--- src/mem_pkg.sv ---
// Memory request definitions
`default_nettype none

package mem_pkg;

   ////////////////////
   // Client ports

   localparam int MCR_ADDR_W   = 14;               // Microcode RAM word address
   localparam int MCR_DATA_W   = 49;               // Control-store word
   localparam int SDRAM_ADDR_W = 14;               // Reduced main memory address
   localparam int SDRAM_DATA_W = 32;               // Main memory word

   ////////////////////
   // Backing RAM

   // One region bit sits above the 14-bit word address, so the two
   // clients never see each other's words
   localparam int RAM_ADDR_W = 15;
   localparam int RAM_DATA_W = 49;                 // Widest payload

   localparam logic REGION_MCR   = 1'b0;
   localparam logic REGION_SDRAM = 1'b1;

   ////////////////////
   // Word types

   typedef logic [MCR_DATA_W-1:0]   mcr_word_t;
   typedef logic [SDRAM_DATA_W-1:0] sdram_word_t;
   typedef logic [RAM_DATA_W-1:0]   ram_word_t;

endpackage

`default_nettype wire

--- src/mem_arbiter.sv ---
// Two-port round-robin memory arbiter
`timescale 1ns/100ps
`default_nettype none

module mem_arbiter (
   input  wire                                clk50,
   input  wire                                reset,

   // Microcode RAM port
   input  wire                                mcr_pending,
   input  wire                                mcr_pend_write,
   input  wire [mem_pkg::MCR_ADDR_W-1:0]      mcr_pend_addr,
   input  wire mem_pkg::mcr_word_t            mcr_pend_wdata,
   output logic                               mcr_grant,
   output logic                               mcr_ack,
   output mem_pkg::mcr_word_t                 mcr_ack_data,

   // Main memory port
   input  wire                                sdram_pending,
   input  wire                                sdram_pend_write,
   input  wire [mem_pkg::SDRAM_ADDR_W-1:0]    sdram_pend_addr,
   input  wire mem_pkg::sdram_word_t          sdram_pend_wdata,
   output logic                               sdram_grant,
   output logic                               sdram_ack,
   output mem_pkg::sdram_word_t               sdram_ack_data,

   // Backing RAM
   output logic                               ram_en,
   output logic                               ram_write,
   output logic [mem_pkg::RAM_ADDR_W-1:0]     ram_addr,
   output mem_pkg::ram_word_t                 ram_wdata,
   input  wire mem_pkg::ram_word_t            ram_rdata
);

   import mem_pkg::*;

   logic mcr_busy;                          // Granted, ack not yet seen
   logic sdram_busy;
   logic last_sdram;                        // Port of the latest grant
   logic mcr_want;
   logic sdram_want;
   logic tag1_sdram;                        // Owner of the access on ram_en
   logic tag2_valid;
   logic tag2_sdram;                        // Owner of the word on ram_rdata

   assign mcr_want   = mcr_pending && !mcr_busy;
   assign sdram_want = sdram_pending && !sdram_busy;

   // On a tie the port that was not granted last goes first
   assign mcr_grant   = mcr_want && (!sdram_want || last_sdram);
   assign sdram_grant = sdram_want && (!mcr_want || !last_sdram);

   ////////////////////
   // Control state

   always_ff @(posedge clk50) begin
      if (reset) begin
         mcr_busy   <= 1'b0;
         sdram_busy <= 1'b0;
         last_sdram <= 1'b0;
         ram_en     <= 1'b0;
         tag2_valid <= 1'b0;
      end else begin
         if (mcr_grant) begin
            mcr_busy <= 1'b1;
         end else if (mcr_ack) begin
            mcr_busy <= 1'b0;
         end
         if (sdram_grant) begin
            sdram_busy <= 1'b1;
         end else if (sdram_ack) begin
            sdram_busy <= 1'b0;
         end
         if (mcr_grant || sdram_grant) begin
            last_sdram <= sdram_grant;
         end
         ram_en     <= mcr_grant || sdram_grant;   // Access one cycle after grant
         tag2_valid <= ram_en;                     // Word back one cycle later
      end
   end

   ////////////////////
   // RAM request and tags

   always_ff @(posedge clk50) begin
      if (sdram_grant) begin
         ram_write <= sdram_pend_write;
         ram_addr  <= {REGION_SDRAM, sdram_pend_addr};
         ram_wdata <= {{(RAM_DATA_W - SDRAM_DATA_W){1'b0}}, sdram_pend_wdata};
      end else begin
         ram_write <= mcr_pend_write;              // Don't care without a grant
         ram_addr  <= {REGION_MCR, mcr_pend_addr};
         ram_wdata <= mcr_pend_wdata;
      end
      tag1_sdram <= sdram_grant;
      tag2_sdram <= tag1_sdram;
   end

   // Second tag stage steers the RAM word back to its port
   assign mcr_ack        = tag2_valid && !tag2_sdram;
   assign sdram_ack      = tag2_valid && tag2_sdram;
   assign mcr_ack_data   = ram_rdata;
   assign sdram_ack_data = ram_rdata[SDRAM_DATA_W-1:0];   // Low word only

endmodule

`default_nettype wire

--- config.mk ---
export PLATFORM = sky130hd
export DESIGN_NAME = mem_arbiter
export DESIGN_NICKNAME = d
export VERILOG_FILES = /design/src/mem_pkg.sv /design/src/mem_arbiter.sv
export SDC_FILE = /design/constraint.sdc
export NUM_CORES = 1
export LEC_CHECK = 0
export ABC_AREA = 1
export BUFFER_PORTS_ARGS = -buffer_cell sky130_fd_sc_hd__clkbuf_2
export CAP_MARGIN = 15
export CORE_AREA = 5 5 119 121
export CTS_CLUSTER_SIZE = 16
export DETAILED_ROUTE_END_ITERATION = 12
export DIE_AREA = 0 0 124 126
export GPL_TIMING_DRIVEN = 0
export SLEW_MARGIN = 15
export SYNTH_ARGS = -nofsm -noshare
export SYNTH_HDL_FRONTEND = slang
export SYNTH_SLANG_ARGS = --single-unit
--- constraint.sdc ---
create_clock -name clk50 -period 2.5 [get_ports clk50]
set_input_delay 0.375 -clock clk50 [delete_from_list [all_inputs] [get_ports clk50]]
set_output_delay 0.375 -clock clk50 [all_outputs]
set_load 0.02 [all_outputs]
==> flow_summary.ini <==
[outcome]
status = complete, no violations

[placed_design]
port_buffers = 265
dp_slack_ns = 0.8790
gp_congestion = 0.7648
hpwlAfterDp_um = 8839

[timing]
worst-slew-pin-transition_ns = 0.2054
max_freq_mhz = 546.9
layout_setup_ws_ns = 0.6714
slew_headroom_pct = 86.31
clock_skew_ns = 0.004476
slew_viol_final = 0
post-route-period-util_pct = 73.14
rsz0062_at_grt = no
period_minus_slack_ns = 1.829
tns_ns = 0
setup_violations = 0
final-hold-violation-count = 0

[synthesis]
synth_seq_cells = 71
syn-cell-area_mm2 = 0.002923
synth_warnings = 0
yosys-top-cells-area = dfxtp_1 (49%), buf_4 (21%), nand2_1 (19%), inv_1 (3.2%), buf_6 (2.7%)
ys_types = 14
yosysTopAreaCell = dfxtp_1
synthCells = 367
synth_edf_count = 0
yosysTopAreaCellShare_pct = 48.63
synth.most_common_cell = nand2_1
avgSynthCellArea_um2 = 7.964
synth_nets = 531
async_flop_share_pct = 0
synth_common_cells = nand2_1 (145), buf_4 (83), dfxtp_1 (71), inv_1 (25), nor2_1 (21)
synthFlopType = dfxtp_1
ys_seq_area_share_pct = 48.63

[worst_setup_path]
rr_endpoint = ram_addr[0]$_DFF_P_
cp_max_fo = 11
critPathLaunchType = register
r2r_slack_ns = 1.32
required_ns = 2.12
crit_arrival_ns = 1.45
end_kind = output port
r2r_start = sdram_busy$_SDFFE_PP0P_
worstSetupPathType = reg -> out
r2r_cells = 9

[worst_hold_path]
hold_path_class = in -> reg
min_path_cells = 3
hold_start = sdram_pend_wdata[21]
whs_endpoint = ram_wdata[21]$_DFF_P_

[detailed_routing]
firstDrtPassIters = 4
wl_um = 10280
ant_nets = 0
wl_per_cell_um = 12.47
drt_iter0_drc = 74
drc = 0
via_per_inst = 3.638
via_count = 2998

[grt]
grt_max_degree = 13
grt_pass1_wl_um = 14460
grt_pass1_vias = 2892
grt_overflow = 0
antenna_found_initial = 0
grt_usage_pct = 12.16

[clocking]
cts_resized = 0
cts_inserted_buffers = 9
cts-root-buf = clkbuf_16
cts-hold-fix-buffers = 0
cts_max_path_buffers = 2
cts-htree-levels = 3
clk_pin_slew_ns = 0.06
cts.sinks = 71
clk_latency_ns = 0.32
cts_setup_buffers = 0
cts_tree = done

[power_and_ir_drop]
power_density_mw_per_mm2 = 704.9
comb_power_share_pct = 24.8
p_clk_share_pct = 36.8
p_sw_mw = 0.9884
leakagePower_nw = 2.921
intPower_mw = 2.366
ir_drop_mv = 0.2655
share_seq_of_total_power_pct = 38.4
swShare_pct = 29.46

[layout]
drive_gt1_share_pct = 58.33
fin_nets = 807
n_fill_cell = 1380
fin_util_pct = 36.67
insertedDiodeCount = 0
area_delta_synth_final_pct = 62.84

[die]
io_pins = 315
dieArea_mm2 = 0.01562
dieWidth_um = 124
die_y_um = 126
initial_core_util_pct = 22.52
rows = 42
core_region_area_mm2 = 0.01298

[flow_run]
max_cap_viol_count = 0
## metrics by stage
stage,hold WS (ns),instances,instance area (um2),power (mW)
6_report,0.2367,824,4760,3.355
2_1_floorplan,0.3319,367,2923,1.827
3_5_place_dp,0.3433,808,4469,2.160
4_1_cts,0.2192,824,4760,3.424
3_3_place_gp,0.3404,808,4469,2.153
5_1_grt,0.2287,824,4760,3.527
## routing by layer
metal  share of wire (%)  global-route usage, %  wire [um]  vias to the layer above
li1                    -                      -          -                     1548
met2                  53                  23.19       5398                      186
met5                   0                      0          0                        -
met1                  31                  10.96       3195                     1253
met4                 1.7                  4.317        175                        0
met3                  15                  5.695       1506                       11
## layout make-up
type	count	area, um2	area share [%]
Tap cell	176	220.2	4.627
Timing Repair Buffer	265	1326	27.87
Sequential cell	71	1421	29.86
Multi-Input combinational cell	174	671.9	14.12
Buffer	94	724.4	15.22
Inverter	28	105.1	2.208
Clock buffer	10	229.0	4.811
Clock inverter	6	61.31	1.288
## registers in the layout (all words and copies together) (netlist names)
signal      cells
ram_wdata      49
ram_addr       15
last_sdram      1
mcr_busy        1
ram_en          1
ram_write       1
sdram_busy      1
tag2_sdram      1
tag2_valid      1
## power groups by stage
stage	Combinational [mW]	Sequential, mW	Clock (mW)
finish	0.832	1.29	1.23
global route	0.905	1.30	1.32
CTS	0.848	1.29	1.29
detailed placement	0.846	1.31	0
global placement	0.843	1.31	0
floorplan	0.370	1.46	0
## critical path: stages (launching register included)
cell	delay, ns
dfxtp_1	0.35
inv_1	0.05
nand3_1	0.11
nand2_4	0.07
inv_2	0.06
buf_6	0.16
buf_6	0.16
clkbuf_2	0.17
## cell usage in the layout (no fill, tap or decap), drive strengths merged
cell type  count
dfxtp         71
o21a           1
clkbuf       276
bufinv         1
inv           28
clkinv         4
o21ai          2
clkinvlp       1
a21oi          2
nand3          2
nor2          21
nand2        146
buf           93
## logic make-up (layout without fill, tap and decap cells)
logic type,after synthesis,in the layout,share of synthesized area (%)
flip-flops,71,71,48.63
AO/OA/AOI/OAI,5,5,0.9419
AND/OR/NAND/NOR,169,169,22.05
buffers and inverters,122,403,28.38
## how the worst max path moves through the flow
stage	start	end	slack [ns]	cells past startpoint
after global placement	sdram_pending	sdram_grant	0.88	8
final	mcr_busy$_SDFFE_PP0P_	sdram_grant	0.67	7
after floorplan	sdram_pending	sdram_grant	1.24	6
after global routing	mcr_busy$_SDFFE_PP0P_	sdram_grant	0.56	7
after detailed placement	sdram_pending	sdram_grant	0.88	8
after CTS	mcr_busy$_SDFFE_PP0P_	sdram_grant	0.63	7
Note: power is estimated with default switching activity, not from simulation.
