**config.mk**
```make
export PLATFORM = sky130hd
export DESIGN_NAME = port_ctrl
export DESIGN_NICKNAME = d
export VERILOG_FILES = /design/src/mem_pkg.sv /design/src/port_ctrl.sv
export SDC_FILE = /design/constraint.sdc
export NUM_CORES = 1
export LEC_CHECK = 0
export BUFFER_PORTS_ARGS = -buffer_cell sky130_fd_sc_hd__buf_2
export CAP_MARGIN = 20
export CORE_ASPECT_RATIO = 1.25
export CORE_MARGIN = 2
export CORE_UTILIZATION = 37
export DETAILED_ROUTE_END_ITERATION = 7
export PLACE_DENSITY = 0.75
export RECOVER_POWER = 25
export REMOVE_ABC_BUFFERS = 1
export SLEW_MARGIN = 20
export SYNTH_ARGS = -nofsm -noshare
export SYNTH_HDL_FRONTEND = slang
export SYNTH_SLANG_ARGS = --single-unit
```
**constraint.sdc**
```tcl
create_clock -name clk50 -period 3.43 [get_ports clk50]
set_input_delay 0.343 -clock clk50 [delete_from_list [all_inputs] [get_ports clk50]]
set_output_delay 0.343 -clock clk50 [all_outputs]
set_load 0.05 [all_outputs]
```
**src/mem_pkg.sv**
```systemverilog
// Memory request definitions
`default_nettype none

package mem_pkg;

   ////////////////////
   // Client ports

   localparam int MCR_ADDR_W   = 14;               // Microcode RAM word address
   localparam int MCR_DATA_W   = 49;               // Control-store word
   localparam int SDRAM_ADDR_W = 14;               // Reduced main memory address
   localparam int SDRAM_DATA_W = 32;               // Main memory word

   ////////////////////
   // Backing RAM

   // One region bit sits above the 14-bit word address, so the two
   // clients never see each other's words
   localparam int RAM_ADDR_W = 15;
   localparam int RAM_DATA_W = 49;                 // Widest payload

   localparam logic REGION_MCR   = 1'b0;
   localparam logic REGION_SDRAM = 1'b1;

   ////////////////////
   // Word types

   typedef logic [MCR_DATA_W-1:0]   mcr_word_t;
   typedef logic [SDRAM_DATA_W-1:0] sdram_word_t;
   typedef logic [RAM_DATA_W-1:0]   ram_word_t;

endpackage

`default_nettype wire

```
**src/port_ctrl.sv**
```systemverilog
// Client port request holder
`timescale 1ns/100ps
`default_nettype none

module port_ctrl #(
   parameter type payload_t = mem_pkg::mcr_word_t,
   parameter int  ADDR_W    = mem_pkg::MCR_ADDR_W
) (
   input  wire                clk50,
   input  wire                reset,
   input  wire                calib_done,

   // Client side
   input  wire                req,          // Strobe, only while ready
   input  wire                write,        // Sampled with req
   input  wire [ADDR_W-1:0]   addr,
   input  wire payload_t      wdata,
   output logic               ready,
   output logic               done,         // One cycle after the ack
   output payload_t           rdata,

   // Arbiter side
   output logic               pending,
   output logic               pend_write,
   output logic [ADDR_W-1:0]  pend_addr,
   output payload_t           pend_wdata,
   input  wire                grant,
   input  wire                ack,
   input  wire payload_t      ack_data
);

   typedef enum logic [1:0] {
      PORT_IDLE,                            // Free for a new request
      PORT_WAIT,                            // Held, no grant yet
      PORT_BUSY                             // Granted, RAM access under way
   } state_t;

   state_t state;

   // Port stays closed until the backing RAM has finished its sweep
   assign ready   = calib_done && (state == PORT_IDLE);
   assign pending = (state != PORT_IDLE);

   ////////////////////
   // Request FSM

   always_ff @(posedge clk50) begin
      if (reset) begin
         state <= PORT_IDLE;
         done  <= 1'b0;
      end else begin
         done <= 1'b0;                      // Pulse only
         case (state)
            PORT_IDLE: begin
               if (req && ready) begin
                  state <= PORT_WAIT;
               end
            end
            PORT_WAIT: begin
               if (grant) begin
                  state <= PORT_BUSY;
               end
            end
            PORT_BUSY: begin
               if (ack) begin
                  state <= PORT_IDLE;       // Ready reopens with done
                  done  <= 1'b1;
               end
            end
            default: begin
               state <= PORT_IDLE;
            end
         endcase
      end
   end

   ////////////////////
   // Held request and result

   always_ff @(posedge clk50) begin
      if (req && ready) begin
         pend_write <= write;
         pend_addr  <= addr;
         pend_wdata <= wdata;
      end
      if (ack) begin
         rdata <= ack_data;                 // Held until the next done
      end
   end

endmodule

`default_nettype wire

```
==> results of run 1 <==
==> sequential cells by signal, indices dropped and copies added (netlist names) <==
register    count
done            1
pend_addr      14
pend_wdata     49
pend_write      1
rdata          49
state           2
==> per-layer routing <==
| layer | track usage | vias up | wire, um |
|---|---|---|---|
| li1 | - | 1031 | - |
| met1 | 0.151 | 987 | 2700 |
| met2 | 0.250 | 169 | 3980 |
| met3 | 0.0786 | 12 | 934 |
| met4 | 0.0677 | 2 | 114 |
| met5 | 0 | - | 13 |
==> logic make-up after synthesis <==
family / synth area share
DFF: 0.977
and+or+nand+nor: 0.0170
AOI/OAI and AO/OA: 0.00460
buffers and inverters: 0.00106
==> stage by stage <==
stage	hold slack, ns	total power, W	area [um^2]	worst slack (ns)
after floorplan	0.405	0.00202	3530	-0.557
after global placement	0.450	0.00217	4880	1.84
after detailed placement	0.483	0.00218	4880	1.80
after CTS	0.102	0.00372	5410	1.62
after global routing	0.0997	0.00379	5410	1.58
final	0.120	0.00368	5410	1.65
==> cell usage in the layout (no fill, tap or decap), types with 2 or more instances in the layout <==
| cell | n |
|---|---|
| sky130_fd_sc_hd__buf_4 | 2 |
| sky130_fd_sc_hd__nand3b_1 | 2 |
| sky130_fd_sc_hd__buf_2 | 234 |
| sky130_fd_sc_hd__clkinvlp_4 | 4 |
| sky130_fd_sc_hd__clkbuf_16 | 17 |
| sky130_fd_sc_hd__clkinv_2 | 4 |
| sky130_fd_sc_hd__clkinv_1 | 3 |
| sky130_fd_sc_hd__edfxtp_1 | 113 |
| sky130_fd_sc_hd__dfxtp_1 | 3 |
| sky130_fd_sc_hd__clkbuf_1 | 2 |
==> power groups by stage <==
stage / registers [W] / logic [W] / clock network, W
after floorplan: 0.00199 / 0.0000242 / 0
after global placement: 0.00170 / 0.000470 / 0
after detailed placement: 0.00170 / 0.000474 / 0
after CTS: 0.00168 / 0.000474 / 0.00157
after global routing: 0.00168 / 0.000489 / 0.00162
final: 0.00168 / 0.000471 / 0.00153
==> worst max-delay path, delay by kind of cell, from the launching register on <==
| family | cells | cell delay (ns) |
|---|---|---|
| buf+inv | 1 | 0.26 |
| simple gates | 2 | 0.44 |
| flops | 1 | 0.34 |
==> layout make-up <==
class | instances | area [um^2] | area share
flip-flops and latches | 116 | 3450 | 0.639
repair buffers | 236 | 1190 | 0.219
clock buffers | 19 | 433 | 0.0801
well taps | 123 | 154 | 0.0285
clock inverters | 12 | 91.3 | 0.0169
multi-input cells | 11 | 83.8 | 0.0155
inverters | 1 | 3.75 | 0.000694
diodes | 1 | 2.50 | 0.000463
==> worst max-delay path by stage <==
stage / slack, ns / depth (start not counted) / start / end
3_5_place_dp: 1.80 / 3 / state[0] / pend_wdata[7]
6_report: 1.65 / 3 / state[0] / ready
2_1_floorplan: -0.56 / 2 / state[0] / pend_addr[0]
4_1_cts: 1.62 / 3 / state[0] / ready
5_1_grt: 1.58 / 3 / state[0] / ready
3_3_place_gp: 1.84 / 3 / state[0] / pend_wdata[41]
==> impl_metrics.csv, run 1 <==
group,metric,value,unit
status,status,"complete, no violations",
yosys,ys_async_sr_fraction,0,
yosys,synth.top_cell.area_share,0.960,
layout,nNetsFinal,502,
clocking,ctsRootBufferMaster,"sky130_fd_sc_hd__clkbuf_16",
setup_path,timing.critical_path.slowest_cell_delay,0.35,ns
detailed_routing,drt.antenna.violating_nets,0,
clocking,postCtsSetupBuffers,0,
layout,final_cell_count_no_fill,519,
yosys,synth_seq_area_share,0.977,
detailed_routing,routed_wire_length_per_instance,14.9,um
clocking,clkTransAtPathRegs,0.05,ns
setup_path,cell_type_of_the_slowest_stage_on_the_worst_timing_path,"sky130_fd_sc_hd__or2_2",
worst_hold_path,worst_hold_startpoint,"ack_data[6]",
sta,max-slew-margin-rel,0.299,
clocking,bufs_on_longest_clock_path,2,
detailed_routing,drtPass1Iterations,5,
placed_design,dp_hpwl,5.93,mm
pwr,worst_supply_voltage_drop_on_vdd,0.384,mV
pwr,power.share.clock,0.416,
pwr,int_pwr,0.00273,W
floorplan,fp-row-count,39,
setup_path,worst_r2r_startpoint,"state[0]",
sta,fin_skew,0.00388,ns
worst_hold_path,hold_path_class,"in2reg",
setup_path,reg2reg_slack,1.80,ns
detailed_routing,totalWireLength,7.74,mm
pwr,p_seq_frac,0.456,
sta,clock.fmax,562,MHz
pwr,power.density_cell_area,680,nW/um^2
pwr,switching_share,0.256,
global_routing,vias_in_the_first_global_route,2324,
detailed_routing,vias_per_cell,4.24,
sta,setup_viol,0,
sta,period_share,0.519,
clocking,htree_num_levels,4,
yosys,synth_area_per_cell,27.6,um^2
global_routing,antenna_found_initial,2,
pwr,combinationalPowerShare,0.128,
setup_path,worstSetupStartpointType,"register",
global_routing,grt_overflow,0,
clocking,cts.sink_count,116,
yosys,synth.top_cells.by_count,"113 x sky130_fd_sc_hd__edfxtp_1, 3 x sky130_fd_sc_hd__dfxtp_1, 2 x sky130_fd_sc_hd__nand3b_1, 2 x sky130_fd_sc_hd__nor2_1",
clocking,tritoncts.num_buffers,17,
floorplan,die-height,113,um
setup_path,crit_required,3.09,ns
floorplan,fp.dieArea,10400,um^2
global_routing,maximum_number_of_pins_on_one_net_before_global_route_repair,52,
pwr,net-switching-power,0.000943,W
clocking,cts_hold_buf,0,
setup_path,worstPathMaxFanout,6,
placed_design,port-buffer-count,234,
sta,rsz0062_at_grt,"no",
floorplan,design.portCount,235,
yosys,synth_largest_area_cell,"sky130_fd_sc_hd__edfxtp_1",
setup_path,worstSetupEndpointType,"output port",
setup_path,timing.rr.end,"pend_wdata[41]",
placed_design,globalplace.congestion,0.762,
sta,finalHoldViolations,0,
yosys,yosysWarnings,0,
sta,period_minus_slack,1.78,ns
yosys,synth.ff_latch_count,116,
detailed_routing,initialDrtViolationCount,79,
placed_design,placed_cells_incl_taps,487,
layout,fillCellCount,777,
clocking,cts_resized,0,
sta,worst_pin_slew,1.05,ns
yosys,synth-edff-count,113,
yosys,synth_cell_type_count,12,
global_routing,grt_util_all_layers,0.148,
setup_path,worstSetupPathType,"reg2out",
layout,final_core_util,0.586,
floorplan,fp.coreArea,9220,um^2
layout,area_growth_syn_to_layout,53.0,%
floorplan,die_w,91.4,um
yosys,total_standard_cell_area_after_synthesis,3530,um^2
yosys,ys.flop_type,"sky130_fd_sc_hd__edfxtp_1",
setup_path,data_arrival_time_of_the_critical_path,1.44,ns
sta,final_max_slew_viol_count,0,
clocking,clkLatencyLatePin,0.39,ns
detailed_routing,drcViolationCount,0,
setup_path,worst_path_cell_trace,"or2_2 > nor2_1 > buf_2",
pwr,leakagePower,2.31,nW
yosys,postSynthCellCount,128,
worst_hold_path,instance_count_along_the_most_critical_hold_path,1,
worst_hold_path,whs_endpoint,"rdata[6]",
sta,finalSetupTns,0,ns
layout,drive_above_1_share,0.673,
global_routing,grt_first_pass_wirelength,11.1,mm
yosys,synth_most_common_cell,"sky130_fd_sc_hd__edfxtp_1",
flow_run,cap_viol_max_count,0,
setup_path,reg2regPathDepth,3,
clocking,tritoncts_clock_tree,"built",
floorplan,start_util,0.383,
detailed_routing,num_vias,2201,
yosys,synth.top_cells.by_area,"sky130_fd_sc_hd__edfxtp_1 96%, sky130_fd_sc_hd__dfxtp_1 1.7%, sky130_fd_sc_hd__nand3b_1 0.42%, sky130_fd_sc_hd__and4bb_2 0.35%, sky130_fd_sc_hd__a21oi_2 0.25%",
(Power assumes the default switching activity.)
==> run 2: changes to the inputs <==
Clock period 3.43 ns to 1.4 ns, I/O delays scaled along.
==> impl_metrics.csv, run 2 <==
group,metric,value,unit
status,status,"stopped before the end",
status,outcome.stop_stage,"clock tree synthesis (4_1_cts)",
status,error_line,"[ERROR RSZ-0060] Max buffer count reached.",
clocking,bufs_on_longest_clock_path,2,
clocking,cts_hold_buf,106,
yosys,synth_largest_area_cell,"sky130_fd_sc_hd__edfxtp_1",
clocking,htree_num_levels,4,
yosys,postSynthCellCount,128,
yosys,synth_most_common_cell,"sky130_fd_sc_hd__edfxtp_1",
yosys,synth.ff_latch_count,116,
clocking,tritoncts.num_buffers,17,
yosys,ys.flop_type,"sky130_fd_sc_hd__edfxtp_1",
yosys,yosysWarnings,0,
clocking,postCtsSetupBuffers,0,
floorplan,start_util,0.383,
yosys,synth_area_per_cell,27.6,um^2
floorplan,fp-row-count,39,
yosys,synth.top_cells.by_count,"113 x sky130_fd_sc_hd__edfxtp_1, 3 x sky130_fd_sc_hd__dfxtp_1, 2 x sky130_fd_sc_hd__nand3b_1, 2 x sky130_fd_sc_hd__nor2_1",
placed_design,placed_cells_incl_taps,495,
yosys,synth_cell_type_count,12,
floorplan,die-height,113,um
yosys,synth_seq_area_share,0.977,
floorplan,die_w,91.4,um
placed_design,port-buffer-count,234,
clocking,cts.sink_count,116,
clocking,cts_resized,4,
yosys,synth-edff-count,113,
yosys,total_standard_cell_area_after_synthesis,3530,um^2
yosys,synth.top_cells.by_area,"sky130_fd_sc_hd__edfxtp_1 96%, sky130_fd_sc_hd__dfxtp_1 1.7%, sky130_fd_sc_hd__nand3b_1 0.42%, sky130_fd_sc_hd__and4bb_2 0.35%, sky130_fd_sc_hd__a21oi_2 0.25%",
placed_design,dp_hpwl,5.82,mm
yosys,synth.top_cell.area_share,0.960,
floorplan,design.portCount,235,
yosys,ys_async_sr_fraction,0,
placed_design,globalplace.congestion,0.776,
clocking,ctsRootBufferMaster,"sky130_fd_sc_hd__clkbuf_16",
-- run 2: cell counts after synthesis --
Identical to the previous run, type by type.
-- run 2: cells by family after synthesis --
group	Yosys count	share of synthesized area
AND/OR/NAND/NOR	9	0.0170
flip-flops	116	0.977
AO/OA/AOI/OAI	2	0.00460
buffers and inverters	1	0.00106
-- run 2: stage by stage --
| step | utilization | area [um^2] | hold WS (ns) | worst slack [ns] |
|---|---|---|---|---|
| 2_1_floorplan | - | 3530 | 0.202 | -2.59 |
| 3_5_place_dp | 0.540 | 4980 | 0.318 | 0.0197 |
| 3_3_place_gp | 0.540 | 4980 | 0.316 | 0.0449 |
==> run 3: changes to the inputs <==
Settings changed: CORE_ASPECT_RATIO 1.25 to not set, CORE_UTILIZATION 37 to 40, PLACE_DENSITY 0.75 to not set, PLACE_DENSITY_LB_ADDON set to 0.15.
Clock period 1.4 ns to 1.8 ns, I/O delays scaled along.
==> impl_metrics.csv, run 3 <==
group,metric,value,unit
placed_design,port-buffer-count,234,
yosys,ys_async_sr_fraction,0,
yosys,synth_largest_area_cell,"sky130_fd_sc_hd__edfxtp_1",
yosys,synth-edff-count,113,
clocking,tritoncts.num_buffers,17,
status,error_line,"[ERROR RSZ-0060] Max buffer count reached.",
yosys,synth_most_common_cell,"sky130_fd_sc_hd__edfxtp_1",
floorplan,design.portCount,235,
yosys,synth.ff_latch_count,116,
clocking,htree_num_levels,4,
clocking,cts_resized,0,
yosys,synth_area_per_cell,27.6,um^2
clocking,postCtsSetupBuffers,0,
clocking,bufs_on_longest_clock_path,2,
yosys,synth_cell_type_count,12,
floorplan,start_util,0.409,
yosys,synth.top_cells.by_count,"113 x sky130_fd_sc_hd__edfxtp_1, 3 x sky130_fd_sc_hd__dfxtp_1, 2 x sky130_fd_sc_hd__nand3b_1, 2 x sky130_fd_sc_hd__nor2_1",
status,outcome.stop_stage,"clock tree synthesis (4_1_cts)",
floorplan,die-height,98.0,um
clocking,ctsRootBufferMaster,"sky130_fd_sc_hd__clkbuf_8",
yosys,ys.flop_type,"sky130_fd_sc_hd__edfxtp_1",
clocking,cts_hold_buf,102,
clocking,cts.sink_count,116,
floorplan,fp-row-count,34,
floorplan,die_w,98.0,um
yosys,yosysWarnings,0,
yosys,synth_seq_area_share,0.977,
placed_design,dp_hpwl,6.07,mm
yosys,total_standard_cell_area_after_synthesis,3530,um^2
yosys,postSynthCellCount,128,
yosys,synth.top_cells.by_area,"sky130_fd_sc_hd__edfxtp_1 96%, sky130_fd_sc_hd__dfxtp_1 1.7%, sky130_fd_sc_hd__nand3b_1 0.42%, sky130_fd_sc_hd__and4bb_2 0.35%, sky130_fd_sc_hd__a21oi_2 0.25%",
placed_design,globalplace.congestion,0.710,
status,status,"stopped before the end",
yosys,synth.top_cell.area_share,0.960,
[run 3: cell counts after synthesis]
Identical to the previous run, type by type.
[run 3: cells by family after synthesis]
kind of cell	count (synthesis)	synth area share
AOI/OAI and AO/OA	2	0.00460
buffers and inverters	1	0.00106
DFF	116	0.977
and+or+nand+nor	9	0.0170
[run 3: metrics by stage]
stage | TNS [ns] | worst slack (ns) | area, um^2 | std cells | util
detailed placement | 0 | 0.328 | 4910 | 475 | 0.569
global placement | 0 | 0.345 | 4910 | 475 | 0.569
floorplan | -139.95 | -2.19 | 3530 | 128 | -
